===== src/rtl/rv_pipe_pkg.sv =====
package rv_pipe_pkg;

  // Machine word and register index
  typedef logic [31:0] xlen_t;
  typedef logic [4:0]  reg_addr_t;

  //////////////////////////////////////////////////
  // Opcodes and function fields
  //////////////////////////////////////////////////

  localparam logic [6:0] OPC_OP     = 7'b0110011;
  localparam logic [6:0] OPC_OP_IMM = 7'b0010011;

  // funct3 values shared by OP and OP-IMM
  localparam logic [2:0] F3_ADD_SUB = 3'b000;
  localparam logic [2:0] F3_SLL     = 3'b001;
  localparam logic [2:0] F3_SLT     = 3'b010;
  localparam logic [2:0] F3_XOR     = 3'b100;
  localparam logic [2:0] F3_SRL_SRA = 3'b101;
  localparam logic [2:0] F3_OR      = 3'b110;
  localparam logic [2:0] F3_AND     = 3'b111;

  // funct7, plain and alternate (SUB, SRA)
  localparam logic [6:0] F7_BASE = 7'b0000000;
  localparam logic [6:0] F7_ALT  = 7'b0100000;

  // Same 32 bits seen as R-type or I-type
  typedef union packed {
    struct packed {
      logic [6:0] funct7;
      reg_addr_t  rs2;
      reg_addr_t  rs1;
      logic [2:0] funct3;
      reg_addr_t  rd;
      logic [6:0] opcode;
    } r;
    struct packed {
      logic [11:0] imm12;
      reg_addr_t   rs1;
      logic [2:0]  funct3;
      reg_addr_t   rd;
      logic [6:0]  opcode;
    } i;
  } instr_u;

  // ALU operations, NOP for illegal instructions
  typedef enum logic [3:0] {
    ALU_ADD,
    ALU_SUB,
    ALU_AND,
    ALU_OR,
    ALU_XOR,
    ALU_SLL,
    ALU_SRL,
    ALU_SRA,
    ALU_SLT,
    ALU_NOP
  } alu_op_e;

endpackage


===== src/rtl/rv_register_file.sv =====
module rv_register_file import rv_pipe_pkg::*; #(
  parameter int unsigned NUM_REGS = 32
) (
  input  logic      clk_i,
  input  logic      reset_i,
  // Read ports
  input  reg_addr_t raddr_a_i,
  input  reg_addr_t raddr_b_i,
  output xlen_t     rdata_a_o,
  output xlen_t     rdata_b_o,
  // Write port
  input  logic      we_i,
  input  reg_addr_t waddr_i,
  input  xlen_t     wdata_i
);

  xlen_t regs_q [NUM_REGS];

  // Entry 0 is cleared here and never written afterwards
  always_ff @(posedge clk_i) begin
    if (reset_i) begin
      for (int i = 0; i < NUM_REGS; i++) begin
        regs_q[i] <= '0;
      end
    end else if (we_i && waddr_i != '0 && waddr_i < NUM_REGS) begin
      regs_q[waddr_i] <= wdata_i;
    end
  end

  // Asynchronous reads
  // x0 and indices past the array return zero
  assign rdata_a_o = (raddr_a_i == '0 || raddr_a_i >= NUM_REGS) ? '0 : regs_q[raddr_a_i];
  assign rdata_b_o = (raddr_b_i == '0 || raddr_b_i >= NUM_REGS) ? '0 : regs_q[raddr_b_i];

endmodule


===== src/rtl/rv_decode_stage.sv =====
module rv_decode_stage import rv_pipe_pkg::*; #(
  parameter int unsigned NUM_REGS = 32
) (
  input  logic      clk_i,
  input  logic      reset_i,
  // Instruction stream
  input  logic      instr_valid_i,
  output logic      instr_ready_o,
  input  instr_u    instr_i,
  // Register file read
  output reg_addr_t rf_raddr_a_o,
  output reg_addr_t rf_raddr_b_o,
  input  xlen_t     rf_rdata_a_i,
  input  xlen_t     rf_rdata_b_i,
  // Forward from execute
  input  logic      exe_fwd_valid_i,
  input  reg_addr_t exe_fwd_rd_i,
  input  xlen_t     exe_fwd_data_i,
  // Forward from writeback
  input  logic      wb_we_i,
  input  reg_addr_t wb_waddr_i,
  input  xlen_t     wb_wdata_i,
  // To execute
  output logic      dec_valid_o,
  input  logic      exe_ready_i,
  output xlen_t     op_a_o,
  output xlen_t     op_b_o,
  output reg_addr_t rd_o,
  output logic      rd_we_o,
  output logic      illegal_o,
  output alu_op_e   alu_op_o
);

  logic    dec_valid_q;
  instr_u  instr_q;
  logic    is_imm;
  logic    f7_alt_ok;
  logic    dec_illegal;
  alu_op_e dec_alu_op;
  xlen_t   imm_sext;
  xlen_t   rs1_val;
  xlen_t   rs2_val;

  // Operand select: x0, then execute, then writeback, then register file
  function automatic xlen_t fwd_sel(input reg_addr_t addr, input xlen_t rf_data);
    if (addr == '0) begin
      return '0;
    end else if (exe_fwd_valid_i && exe_fwd_rd_i == addr) begin
      return exe_fwd_data_i;
    end else if (wb_we_i && wb_waddr_i == addr) begin
      return wb_wdata_i;
    end
    return rf_data;
  endfunction

  //////////////////////////////////////////////////
  // Instruction buffer
  //////////////////////////////////////////////////

  // Free when empty or emptied this cycle
  assign instr_ready_o = !dec_valid_q || exe_ready_i;

  always_ff @(posedge clk_i) begin
    if (reset_i) begin
      dec_valid_q <= 1'b0;
    end else if (instr_ready_o) begin
      dec_valid_q <= instr_valid_i;
    end
  end

  always_ff @(posedge clk_i) begin
    if (instr_valid_i && instr_ready_o) begin
      instr_q <= instr_i;
    end
  end

  //////////////////////////////////////////////////
  // Decoder
  //////////////////////////////////////////////////

  assign imm_sext = {{20{instr_q.i.imm12[11]}}, instr_q.i.imm12};

  always_comb begin
    dec_alu_op  = ALU_NOP;
    dec_illegal = 1'b0;
    is_imm      = 1'b0;
    f7_alt_ok   = 1'b0;
    case (instr_q.r.opcode)
      OPC_OP: begin
        case (instr_q.r.funct3)
          F3_ADD_SUB: begin
            dec_alu_op = (instr_q.r.funct7 == F7_ALT) ? ALU_SUB : ALU_ADD;
            f7_alt_ok  = 1'b1;
          end
          F3_SRL_SRA: begin
            dec_alu_op = (instr_q.r.funct7 == F7_ALT) ? ALU_SRA : ALU_SRL;
            f7_alt_ok  = 1'b1;
          end
          F3_SLL:  dec_alu_op = ALU_SLL;
          F3_SLT:  dec_alu_op = ALU_SLT;
          F3_XOR:  dec_alu_op = ALU_XOR;
          F3_OR:   dec_alu_op = ALU_OR;
          F3_AND:  dec_alu_op = ALU_AND;
          default: dec_illegal = 1'b1;
        endcase
        // Only ADD/SUB and SRL/SRA accept the alternate funct7
        if (!(instr_q.r.funct7 == F7_BASE || (f7_alt_ok && instr_q.r.funct7 == F7_ALT))) begin
          dec_illegal = 1'b1;
        end
      end
      OPC_OP_IMM: begin
        is_imm = 1'b1;
        case (instr_q.i.funct3)
          F3_ADD_SUB: dec_alu_op = ALU_ADD;
          F3_SLT:     dec_alu_op = ALU_SLT;
          F3_XOR:     dec_alu_op = ALU_XOR;
          F3_OR:      dec_alu_op = ALU_OR;
          F3_AND:     dec_alu_op = ALU_AND;
          // Immediate shifts are not supported
          default:    dec_illegal = 1'b1;
        endcase
      end
      default: dec_illegal = 1'b1;
    endcase
    // Register indices beyond the implemented file
    if (instr_q.r.rd >= NUM_REGS || instr_q.r.rs1 >= NUM_REGS) begin
      dec_illegal = 1'b1;
    end
    if (!is_imm && instr_q.r.rs2 >= NUM_REGS) begin
      dec_illegal = 1'b1;
    end
    if (dec_illegal) begin
      dec_alu_op = ALU_NOP;
    end
  end

  //////////////////////////////////////////////////
  // Operands
  //////////////////////////////////////////////////

  assign rf_raddr_a_o = instr_q.r.rs1;
  assign rf_raddr_b_o = instr_q.r.rs2;

  // Re-evaluated every cycle while waiting on execute
  always_comb begin
    rs1_val = fwd_sel(instr_q.r.rs1, rf_rdata_a_i);
    rs2_val = fwd_sel(instr_q.r.rs2, rf_rdata_b_i);
  end

  assign dec_valid_o = dec_valid_q;
  assign op_a_o      = rs1_val;
  assign op_b_o      = is_imm ? imm_sext : rs2_val;
  assign rd_o        = instr_q.r.rd;
  assign rd_we_o     = !dec_illegal;
  assign illegal_o   = dec_illegal;
  assign alu_op_o    = dec_alu_op;

endmodule


===== src/rtl/rv_execute_stage.sv =====
module rv_execute_stage import rv_pipe_pkg::*; (
  input  logic      clk_i,
  input  logic      reset_i,
  // From decode
  input  logic      dec_valid_i,
  output logic      exe_ready_o,
  input  xlen_t     op_a_i,
  input  xlen_t     op_b_i,
  input  reg_addr_t rd_i,
  input  logic      rd_we_i,
  input  logic      illegal_i,
  input  alu_op_e   alu_op_i,
  // Forward to decode
  output logic      exe_fwd_valid_o,
  output reg_addr_t exe_fwd_rd_o,
  output xlen_t     exe_fwd_data_o,
  // To writeback
  output logic      exe_valid_o,
  input  logic      wb_ready_i,
  output xlen_t     result_o,
  output reg_addr_t rd_o,
  output logic      rd_we_o,
  output logic      illegal_o
);

  logic      exe_valid_q;
  xlen_t     op_a_q;
  xlen_t     op_b_q;
  reg_addr_t rd_q;
  logic      rd_we_q;
  logic      illegal_q;
  alu_op_e   alu_op_q;
  logic [4:0] shamt;
  xlen_t     alu_result;

  //////////////////////////////////////////////////
  // ID/EX register
  //////////////////////////////////////////////////

  // Accept only while writeback can drain
  // A result held in writeback is visible to decode only on its retire,
  // so an operand must not leave decode past a stalled writeback
  assign exe_ready_o = wb_ready_i;

  always_ff @(posedge clk_i) begin
    if (reset_i) begin
      exe_valid_q <= 1'b0;
    end else if (exe_ready_o) begin
      exe_valid_q <= dec_valid_i;
    end
  end

  always_ff @(posedge clk_i) begin
    if (dec_valid_i && exe_ready_o) begin
      op_a_q    <= op_a_i;
      op_b_q    <= op_b_i;
      rd_q      <= rd_i;
      rd_we_q   <= rd_we_i;
      illegal_q <= illegal_i;
      alu_op_q  <= alu_op_i;
    end
  end

  //////////////////////////////////////////////////
  // ALU
  //////////////////////////////////////////////////

  // Shift amount from the low bits of b
  assign shamt = op_b_q[4:0];

  always_comb begin
    case (alu_op_q)
      ALU_ADD: alu_result = op_a_q + op_b_q;
      ALU_SUB: alu_result = op_a_q - op_b_q;
      ALU_AND: alu_result = op_a_q & op_b_q;
      ALU_OR:  alu_result = op_a_q | op_b_q;
      ALU_XOR: alu_result = op_a_q ^ op_b_q;
      ALU_SLL: alu_result = op_a_q << shamt;
      ALU_SRL: alu_result = op_a_q >> shamt;
      ALU_SRA: alu_result = xlen_t'($signed(op_a_q) >>> shamt);
      // Signed compare, result in bit 0
      ALU_SLT: alu_result = {31'b0, $signed(op_a_q) < $signed(op_b_q)};
      default: alu_result = '0;
    endcase
  end

  // Forward while a writing instruction sits here
  assign exe_fwd_valid_o = exe_valid_q && rd_we_q;
  assign exe_fwd_rd_o    = rd_q;
  assign exe_fwd_data_o  = alu_result;

  assign exe_valid_o = exe_valid_q;
  assign result_o    = alu_result;
  assign rd_o        = rd_q;
  assign rd_we_o     = rd_we_q;
  assign illegal_o   = illegal_q;

endmodule


===== src/rtl/rv_writeback_stage.sv =====
module rv_writeback_stage import rv_pipe_pkg::*; (
  input  logic      clk_i,
  input  logic      reset_i,
  // From execute
  input  logic      exe_valid_i,
  output logic      wb_ready_o,
  input  xlen_t     result_i,
  input  reg_addr_t rd_i,
  input  logic      rd_we_i,
  input  logic      illegal_i,
  // Retire stream
  output logic      retire_valid_o,
  input  logic      retire_ready_i,
  output reg_addr_t retire_rd_o,
  output xlen_t     retire_result_o,
  output logic      retire_illegal_o,
  // Register file write, also forwarded to decode
  output logic      rf_we_o,
  output reg_addr_t rf_waddr_o,
  output xlen_t     rf_wdata_o
);

  logic      wb_valid_q;
  xlen_t     result_q;
  reg_addr_t rd_q;
  logic      rd_we_q;
  logic      illegal_q;
  logic      retire_fire;

  // EX/WB register
  assign wb_ready_o = !wb_valid_q || retire_ready_i;

  always_ff @(posedge clk_i) begin
    if (reset_i) begin
      wb_valid_q <= 1'b0;
    end else if (wb_ready_o) begin
      wb_valid_q <= exe_valid_i;
    end
  end

  // Payload holds while the retire stream stalls
  always_ff @(posedge clk_i) begin
    if (exe_valid_i && wb_ready_o) begin
      result_q  <= result_i;
      rd_q      <= rd_i;
      rd_we_q   <= rd_we_i;
      illegal_q <= illegal_i;
    end
  end

  assign retire_fire      = wb_valid_q && retire_ready_i;
  assign retire_valid_o   = wb_valid_q;
  assign retire_rd_o      = rd_q;
  assign retire_result_o  = result_q;
  assign retire_illegal_o = illegal_q;

  // Write on retire only, legal and not x0
  assign rf_we_o    = retire_fire && rd_we_q && !illegal_q && rd_q != '0;
  assign rf_waddr_o = rd_q;
  assign rf_wdata_o = result_q;

endmodule


===== src/rtl/rv_core_top.sv =====
module rv_core_top import rv_pipe_pkg::*; #(
  parameter int unsigned NUM_REGS = 32
) (
  input  logic      clk_i,
  input  logic      reset_i,
  // Instruction stream
  input  logic      instr_valid_i,
  output logic      instr_ready_o,
  input  instr_u    instr_i,
  // Retire stream
  output logic      retire_valid_o,
  input  logic      retire_ready_i,
  output reg_addr_t retire_rd_o,
  output xlen_t     retire_result_o,
  output logic      retire_illegal_o
);

  // Register file read
  reg_addr_t rf_raddr_a;
  reg_addr_t rf_raddr_b;
  xlen_t     rf_rdata_a;
  xlen_t     rf_rdata_b;

  // Register file write, from writeback
  logic      rf_we;
  reg_addr_t rf_waddr;
  xlen_t     rf_wdata;

  // Execute forward
  logic      exe_fwd_valid;
  reg_addr_t exe_fwd_rd;
  xlen_t     exe_fwd_data;

  // Decode to execute
  logic      dec_valid;
  logic      exe_ready;
  xlen_t     dec_op_a;
  xlen_t     dec_op_b;
  reg_addr_t dec_rd;
  logic      dec_rd_we;
  logic      dec_illegal;
  alu_op_e   dec_alu_op;

  // Execute to writeback
  logic      exe_valid;
  logic      wb_ready;
  xlen_t     exe_result;
  reg_addr_t exe_rd;
  logic      exe_rd_we;
  logic      exe_illegal;

  //////////////////////////////////////////////////
  // Decode
  //////////////////////////////////////////////////

  rv_decode_stage #(
    .NUM_REGS        (NUM_REGS)
  ) id_stage_i (
    .clk_i           (clk_i),
    .reset_i         (reset_i),
    .instr_valid_i   (instr_valid_i),
    .instr_ready_o   (instr_ready_o),
    .instr_i         (instr_i),
    .rf_raddr_a_o    (rf_raddr_a),
    .rf_raddr_b_o    (rf_raddr_b),
    .rf_rdata_a_i    (rf_rdata_a),
    .rf_rdata_b_i    (rf_rdata_b),
    .exe_fwd_valid_i (exe_fwd_valid),
    .exe_fwd_rd_i    (exe_fwd_rd),
    .exe_fwd_data_i  (exe_fwd_data),
    .wb_we_i         (rf_we),
    .wb_waddr_i      (rf_waddr),
    .wb_wdata_i      (rf_wdata),
    .dec_valid_o     (dec_valid),
    .exe_ready_i     (exe_ready),
    .op_a_o          (dec_op_a),
    .op_b_o          (dec_op_b),
    .rd_o            (dec_rd),
    .rd_we_o         (dec_rd_we),
    .illegal_o       (dec_illegal),
    .alu_op_o        (dec_alu_op)
  );

  //////////////////////////////////////////////////
  // Execute
  //////////////////////////////////////////////////

  rv_execute_stage ex_stage_i (
    .clk_i           (clk_i),
    .reset_i         (reset_i),
    .dec_valid_i     (dec_valid),
    .exe_ready_o     (exe_ready),
    .op_a_i          (dec_op_a),
    .op_b_i          (dec_op_b),
    .rd_i            (dec_rd),
    .rd_we_i         (dec_rd_we),
    .illegal_i       (dec_illegal),
    .alu_op_i        (dec_alu_op),
    .exe_fwd_valid_o (exe_fwd_valid),
    .exe_fwd_rd_o    (exe_fwd_rd),
    .exe_fwd_data_o  (exe_fwd_data),
    .exe_valid_o     (exe_valid),
    .wb_ready_i      (wb_ready),
    .result_o        (exe_result),
    .rd_o            (exe_rd),
    .rd_we_o         (exe_rd_we),
    .illegal_o       (exe_illegal)
  );

  //////////////////////////////////////////////////
  // Writeback
  //////////////////////////////////////////////////

  rv_writeback_stage wb_stage_i (
    .clk_i            (clk_i),
    .reset_i          (reset_i),
    .exe_valid_i      (exe_valid),
    .wb_ready_o       (wb_ready),
    .result_i         (exe_result),
    .rd_i             (exe_rd),
    .rd_we_i          (exe_rd_we),
    .illegal_i        (exe_illegal),
    .retire_valid_o   (retire_valid_o),
    .retire_ready_i   (retire_ready_i),
    .retire_rd_o      (retire_rd_o),
    .retire_result_o  (retire_result_o),
    .retire_illegal_o (retire_illegal_o),
    .rf_we_o          (rf_we),
    .rf_waddr_o       (rf_waddr),
    .rf_wdata_o       (rf_wdata)
  );

  // Register file, read by decode, written by writeback
  rv_register_file #(
    .NUM_REGS  (NUM_REGS)
  ) register_file_i (
    .clk_i     (clk_i),
    .reset_i   (reset_i),
    .raddr_a_i (rf_raddr_a),
    .raddr_b_i (rf_raddr_b),
    .rdata_a_o (rf_rdata_a),
    .rdata_b_o (rf_rdata_b),
    .we_i      (rf_we),
    .waddr_i   (rf_waddr),
    .wdata_i   (rf_wdata)
  );

endmodule


===== config.mk =====
export PLATFORM = sky130hd
export DESIGN_NAME = rv_core_top
export DESIGN_NICKNAME = d
export VERILOG_FILES = /design/src/rtl/rv_pipe_pkg.sv /design/src/rtl/rv_register_file.sv /design/src/rtl/rv_decode_stage.sv /design/src/rtl/rv_execute_stage.sv /design/src/rtl/rv_writeback_stage.sv /design/src/rtl/rv_core_top.sv
export SDC_FILE = /design/constraint.sdc
export NUM_CORES = 2
export LEC_CHECK = 0
export BUFFER_PORTS_ARGS = -buffer_cell sky130_fd_sc_hd__buf_2
export CORE_ASPECT_RATIO = 1.4
export CORE_MARGIN = 2
export CORE_UTILIZATION = 64
export DETAILED_ROUTE_END_ITERATION = 10
export GPL_ROUTABILITY_DRIVEN = 0
export PLACE_DENSITY = 0.81
export SYNTH_ARGS = -nofsm -noshare
export SYNTH_HDL_FRONTEND = slang
export SYNTH_HIERARCHICAL = 1
export SYNTH_SLANG_ARGS = --single-unit

===== constraint.sdc =====
create_clock -name clk_i -period 5.8 [get_ports clk_i]
set_input_delay 0 -clock clk_i [delete_from_list [all_inputs] [get_ports clk_i]]
set_output_delay 0 -clock clk_i [all_outputs]
set_load 0.005 [all_outputs]

==> results.md <==
- For this block, the routed nets add up to 239.5 mm of wire.
- The worst-case reg-to-reg path depth is 15.
- The startpoint-to-endpoint class of the critical path is reg -> reg.
- The overall routing resource usage is 0.4274.
- For the worst setup path, the data required time is 6290 ps.
- The first global-routing pass estimated 343.6 mm of wire.
- Among all flip-flop cells after synthesis, the most frequent one is sky130_fd_sc_hd__edfxtp_1.
- The max-slew violation total from the final report is 0.
- On the worst path, the slowest cell contributes a delay of 950 ps.
- The total congestion overflow after global routing is 0.
- For this configuration, the core starts out at a cell density of 0.6438.
- Of the available clock period, the critical path in the final layout requires 0.9430.
- Headroom to the max-slew limit came out at 0.001223.
- Max-cap violations in this run came to 2.
- The number of buffers created by CTS is 107.
- The maximum number of pins on one net before global-route repair is 120.
- The placeable core region is 0.1084 mm².
- The average via count per standard cell is 7.623.
- The average routed wire per standard cell is 35.45 µm.
- The initial antenna violation count is 25.
- The count of warnings emitted by yosys is 6.
- Clock-pin slew was measured on the worst setup and hold paths at 80 ps.
- In this run the register-to-register setup slack is 330 ps.
- Setup repair after global routing left no endpoint under its margin.
- The H-tree was split into 3 levels.
- Counting flops with an async set or reset pin after synthesis yields a share of 0.
- The cell row count is 143.
- The clock arrives with 73.97 ps of skew.
- The synthesis-to-finish area growth is 7.695%.
- The post-layout minimum cycle time is 5469 ps.
- The count of buffers added on input and output ports is 75.
- The category of the worst setup path launch point is a flop.
- The die outline area is 0.1118 mm².
- For this run, the post-layout net count is 5336.
- The cell depth of the worst hold path is 2.
- The number of iterations in the first detailed-routing pass is 10.
- The startpoint of the worst-slack reg-to-reg timing path is ex_stage_i/op_a_q[12]$_DFFE_PP_.
- In this run the cell area measured after placement is 0.07080 mm².
- At the pin with the least slew margin, the transition time is 1498 ps.
- The endpoint kind of the worst setup timing path is a flop.
- The mean cell area of the mapped netlist is 13.08 µm².
- The share of the Yosys chip area taken by registers is 0.5042.
- The number of sinks handled by clock tree synthesis is 1173.
- Traced cell by cell, the critical path runs through inv_1 -> ha_1 -> inv_1 -> nand4_1 -> nor4b_1 -> o21ai_0 -> o211ai_1 -> nand3_1 -> a31oi_1 -> nor2_1 -> nor4_1 -> o21ai_0 -> buf_4 -> a32oi_1 -> o21ai_1.
- The count of final setup violators is 0.
- The insertion delay of the later-clocked pin in the worst-skew pair is 770 ps.
- The achievable clock frequency is 182.8 MHz.
- For this run, design rule violations remaining after detail routing come to 0.
- Of the cells placed in the final design, the portion with a size suffix greater than 1 is 0.2044.
- The capturing point of the worst reg2reg path is ex_stage_i/op_b_q[0]$_DFFE_PP_.
- Clock tree synthesis selected as its root buffer the cell sky130_fd_sc_hd__clkbuf_16.
- By count the netlist is led by 1170 x sky130_fd_sc_hd__edfxtp_1, 1005 x sky130_fd_sc_hd__and2_1, 484 x sky130_fd_sc_hd__mux4_2.
- The worst ir drop on vdd is 0.2584 mV.
- The antenna violation net count after detailed routing is 0.
- In this run, synthesis inferred 1170 flip-flops with an integrated enable.
- The finished cells cover 0.07518 mm².
- The gate count of the mapped netlist is 5337.
- TritonCTS built the clock tree.
- The flop and latch count out of synthesis is 1173.
- The count of vias placed by the detailed router is 51502.
- The largest driver fanout on the critical path is 9.
- The analysis attributes to cell leakage a power of 27.35 nW.
- After synthesis, the cell types taking the most area are sky130_fd_sc_hd__edfxtp_1 50%, sky130_fd_sc_hd__mux4_2 16%, sky130_fd_sc_hd__and2_1 9.0%.
- The post-cts sizing count is 0.
- The arrival time at the worst endpoint is 5960 ps.
- The checks that failed: capacitance limit.
- The share of synthesized area in the top cell type comes to 0.5033.
- The maximum clock insertion buffer count is 3.
- The sum of negative setup slack is 0 ps.
- Detailed placement ended at an HPWL of 148.8 mm.
- The flow ran to the end, but the final reports show violations.
- The synthesized design spends more area on one cell type than any other, namely sky130_fd_sc_hd__edfxtp_1.
- The number of DRC markers in iteration 0 is 8836.
- The power density over cell area is 269.6 mW/mm².
- For this design, the slowest cell found on the critical path is sky130_fd_sc_hd__nor4b_1.
- The netlist area before placement is 0.06980 mm².
- The count of cell types in the netlist is 94.
- In this run the vertical extent of the chip is 394.8 µm.
- The startpoint of the most critical hold path is instr_i[15].
- The number of top-level design ports is 76.
- The hold-critical path endpoint is id_stage_i/instr_q[15]$_DFFE_PP_.
- The count of final hold-check violations is 0.
- The via count of the first global-routing pass is 51587.
- The class of the worst hold path is in -> reg.
- The worst hold margin is 18.50 ps.
- The most frequently used cell type in the post-synthesis netlist is sky130_fd_sc_hd__edfxtp_1.
- The width of the die is 283.1 µm.
==> state kept, by name, summed over array words and instances, names as in the netlist <==
| register | flops |
|---|---|
| register_file_i/regs_q | 1024 |
| ex_stage_i/op_a_q | 32 |
| ex_stage_i/op_b_q | 32 |
| id_stage_i/instr_q | 32 |
| wb_stage_i/retire_result_o | 32 |
| ex_stage_i/exe_fwd_rd_o | 5 |
| wb_stage_i/retire_rd_o | 5 |
| ex_stage_i/alu_op_q | 4 |
| ex_stage_i/exe_valid_o | 1 |
| ex_stage_i/illegal_o | 1 |
| ex_stage_i/rd_we_o | 1 |
| id_stage_i/dec_valid_o | 1 |
| wb_stage_i/rd_we_q | 1 |
| wb_stage_i/retire_illegal_o | 1 |
| wb_stage_i/retire_valid_o | 1 |
==> where the power goes <==
part	internal, mW	leakage (nW)	switching, mW
Combinational	1.11	13.7	1.73
Clock	4.17	1.76	3.31
Sequential	9.65	11.9	0.301
==> worst max path at each step <==
stage / from / end / slack (ps) / cells after the start
floorplan: ex_stage_i/op_b_q[2]$_DFFE_PP_ / ex_stage_i/op_a_q[27]$_DFFE_PP_ / 1750 / 16
global placement: ex_stage_i/op_a_q[15]$_DFFE_PP_ / ex_stage_i/op_b_q[0]$_DFFE_PP_ / 1250 / 15
detailed placement: ex_stage_i/op_a_q[13]$_DFFE_PP_ / ex_stage_i/op_b_q[0]$_DFFE_PP_ / 1160 / 15
CTS: ex_stage_i/op_a_q[12]$_DFFE_PP_ / ex_stage_i/op_b_q[0]$_DFFE_PP_ / 1200 / 15
global route: ex_stage_i/op_a_q[1]$_DFFE_PP_ / ex_stage_i/op_a_q[31]$_DFFE_PP_ / 370 / 14
finish: ex_stage_i/op_a_q[12]$_DFFE_PP_ / ex_stage_i/op_b_q[0]$_DFFE_PP_ / 330 / 15
==> per-stage QoR <==
stage	power [mW]	util	instances	setup WS (ps)
global placement	12.64	0.6530	6471	1255
finish	20.27	0.6933	6756	330.6
detailed placement	12.71	0.6530	6471	1163
global route	20.63	0.6931	6744	366.0
floorplan	11.82	-	5368	1750
CTS	20.03	0.6926	6735	1203
==> worst max-delay path: cells and delay by family (launching register included) <==
family / cells / cell delay (ps)
AO/OA/AOI/OAI: 6 / 1880
AND/OR/NAND/NOR: 5 / 1820
flip-flops: 1 / 560
buffers and inverters: 3 / 540
adder cells (fa/ha/maj): 1 / 430
==> cells by family after synthesis <==
family	after synthesis	share of synthesized area
simple gates	1654	0.1348
other cells	1	0.00005372
fa+ha+maj	99	0.01796
mux	792	0.2010
flops	1173	0.5042
xor+xnor	47	0.005897
compound gates	856	0.08586
buf+inv	715	0.05024
==> routing by layer <==
layer,GRT usage,part of all wire,up-vias
li1,-,-,19979
met1,0.4691,0.29,24705
met2,0.6636,0.46,5036
met3,0.1518,0.15,1756
met4,0.3654,0.10,26
met5,0,0.00086,-
==> final cells by class <==
class	count	area, µm²
sequential	1173	35190
fill	7041	33250
multi-input combinational	3480	31400
clock buffer	124	2784
timing repair buffer	333	2700
tap	1450	1814
clock inverter	73	847.1
inverter	106	397.9
antenna	17	42.54
==> layout by cell type (no fill, tap or decap), drive strengths merged, types with 112 or more instances in the layout <==
cell    synthesis  final
a21oi         163    163
and2         1005   1005
buf           249    265
clkbuf        360    125
edfxtp       1170   1170
inv           105    112
mux2i         272    272
mux4          484    484
nand2         119    119
nor2          232    232
o21ai         154    154
o22ai         116    116
==> timing repair <==
action | in CTS | in global routing
hold endpoints to repair | 77 | 0
hold buffers | 67 | 0
buffers inserted | 0 | 0
Note: power is estimated with default switching activity, not from simulation.
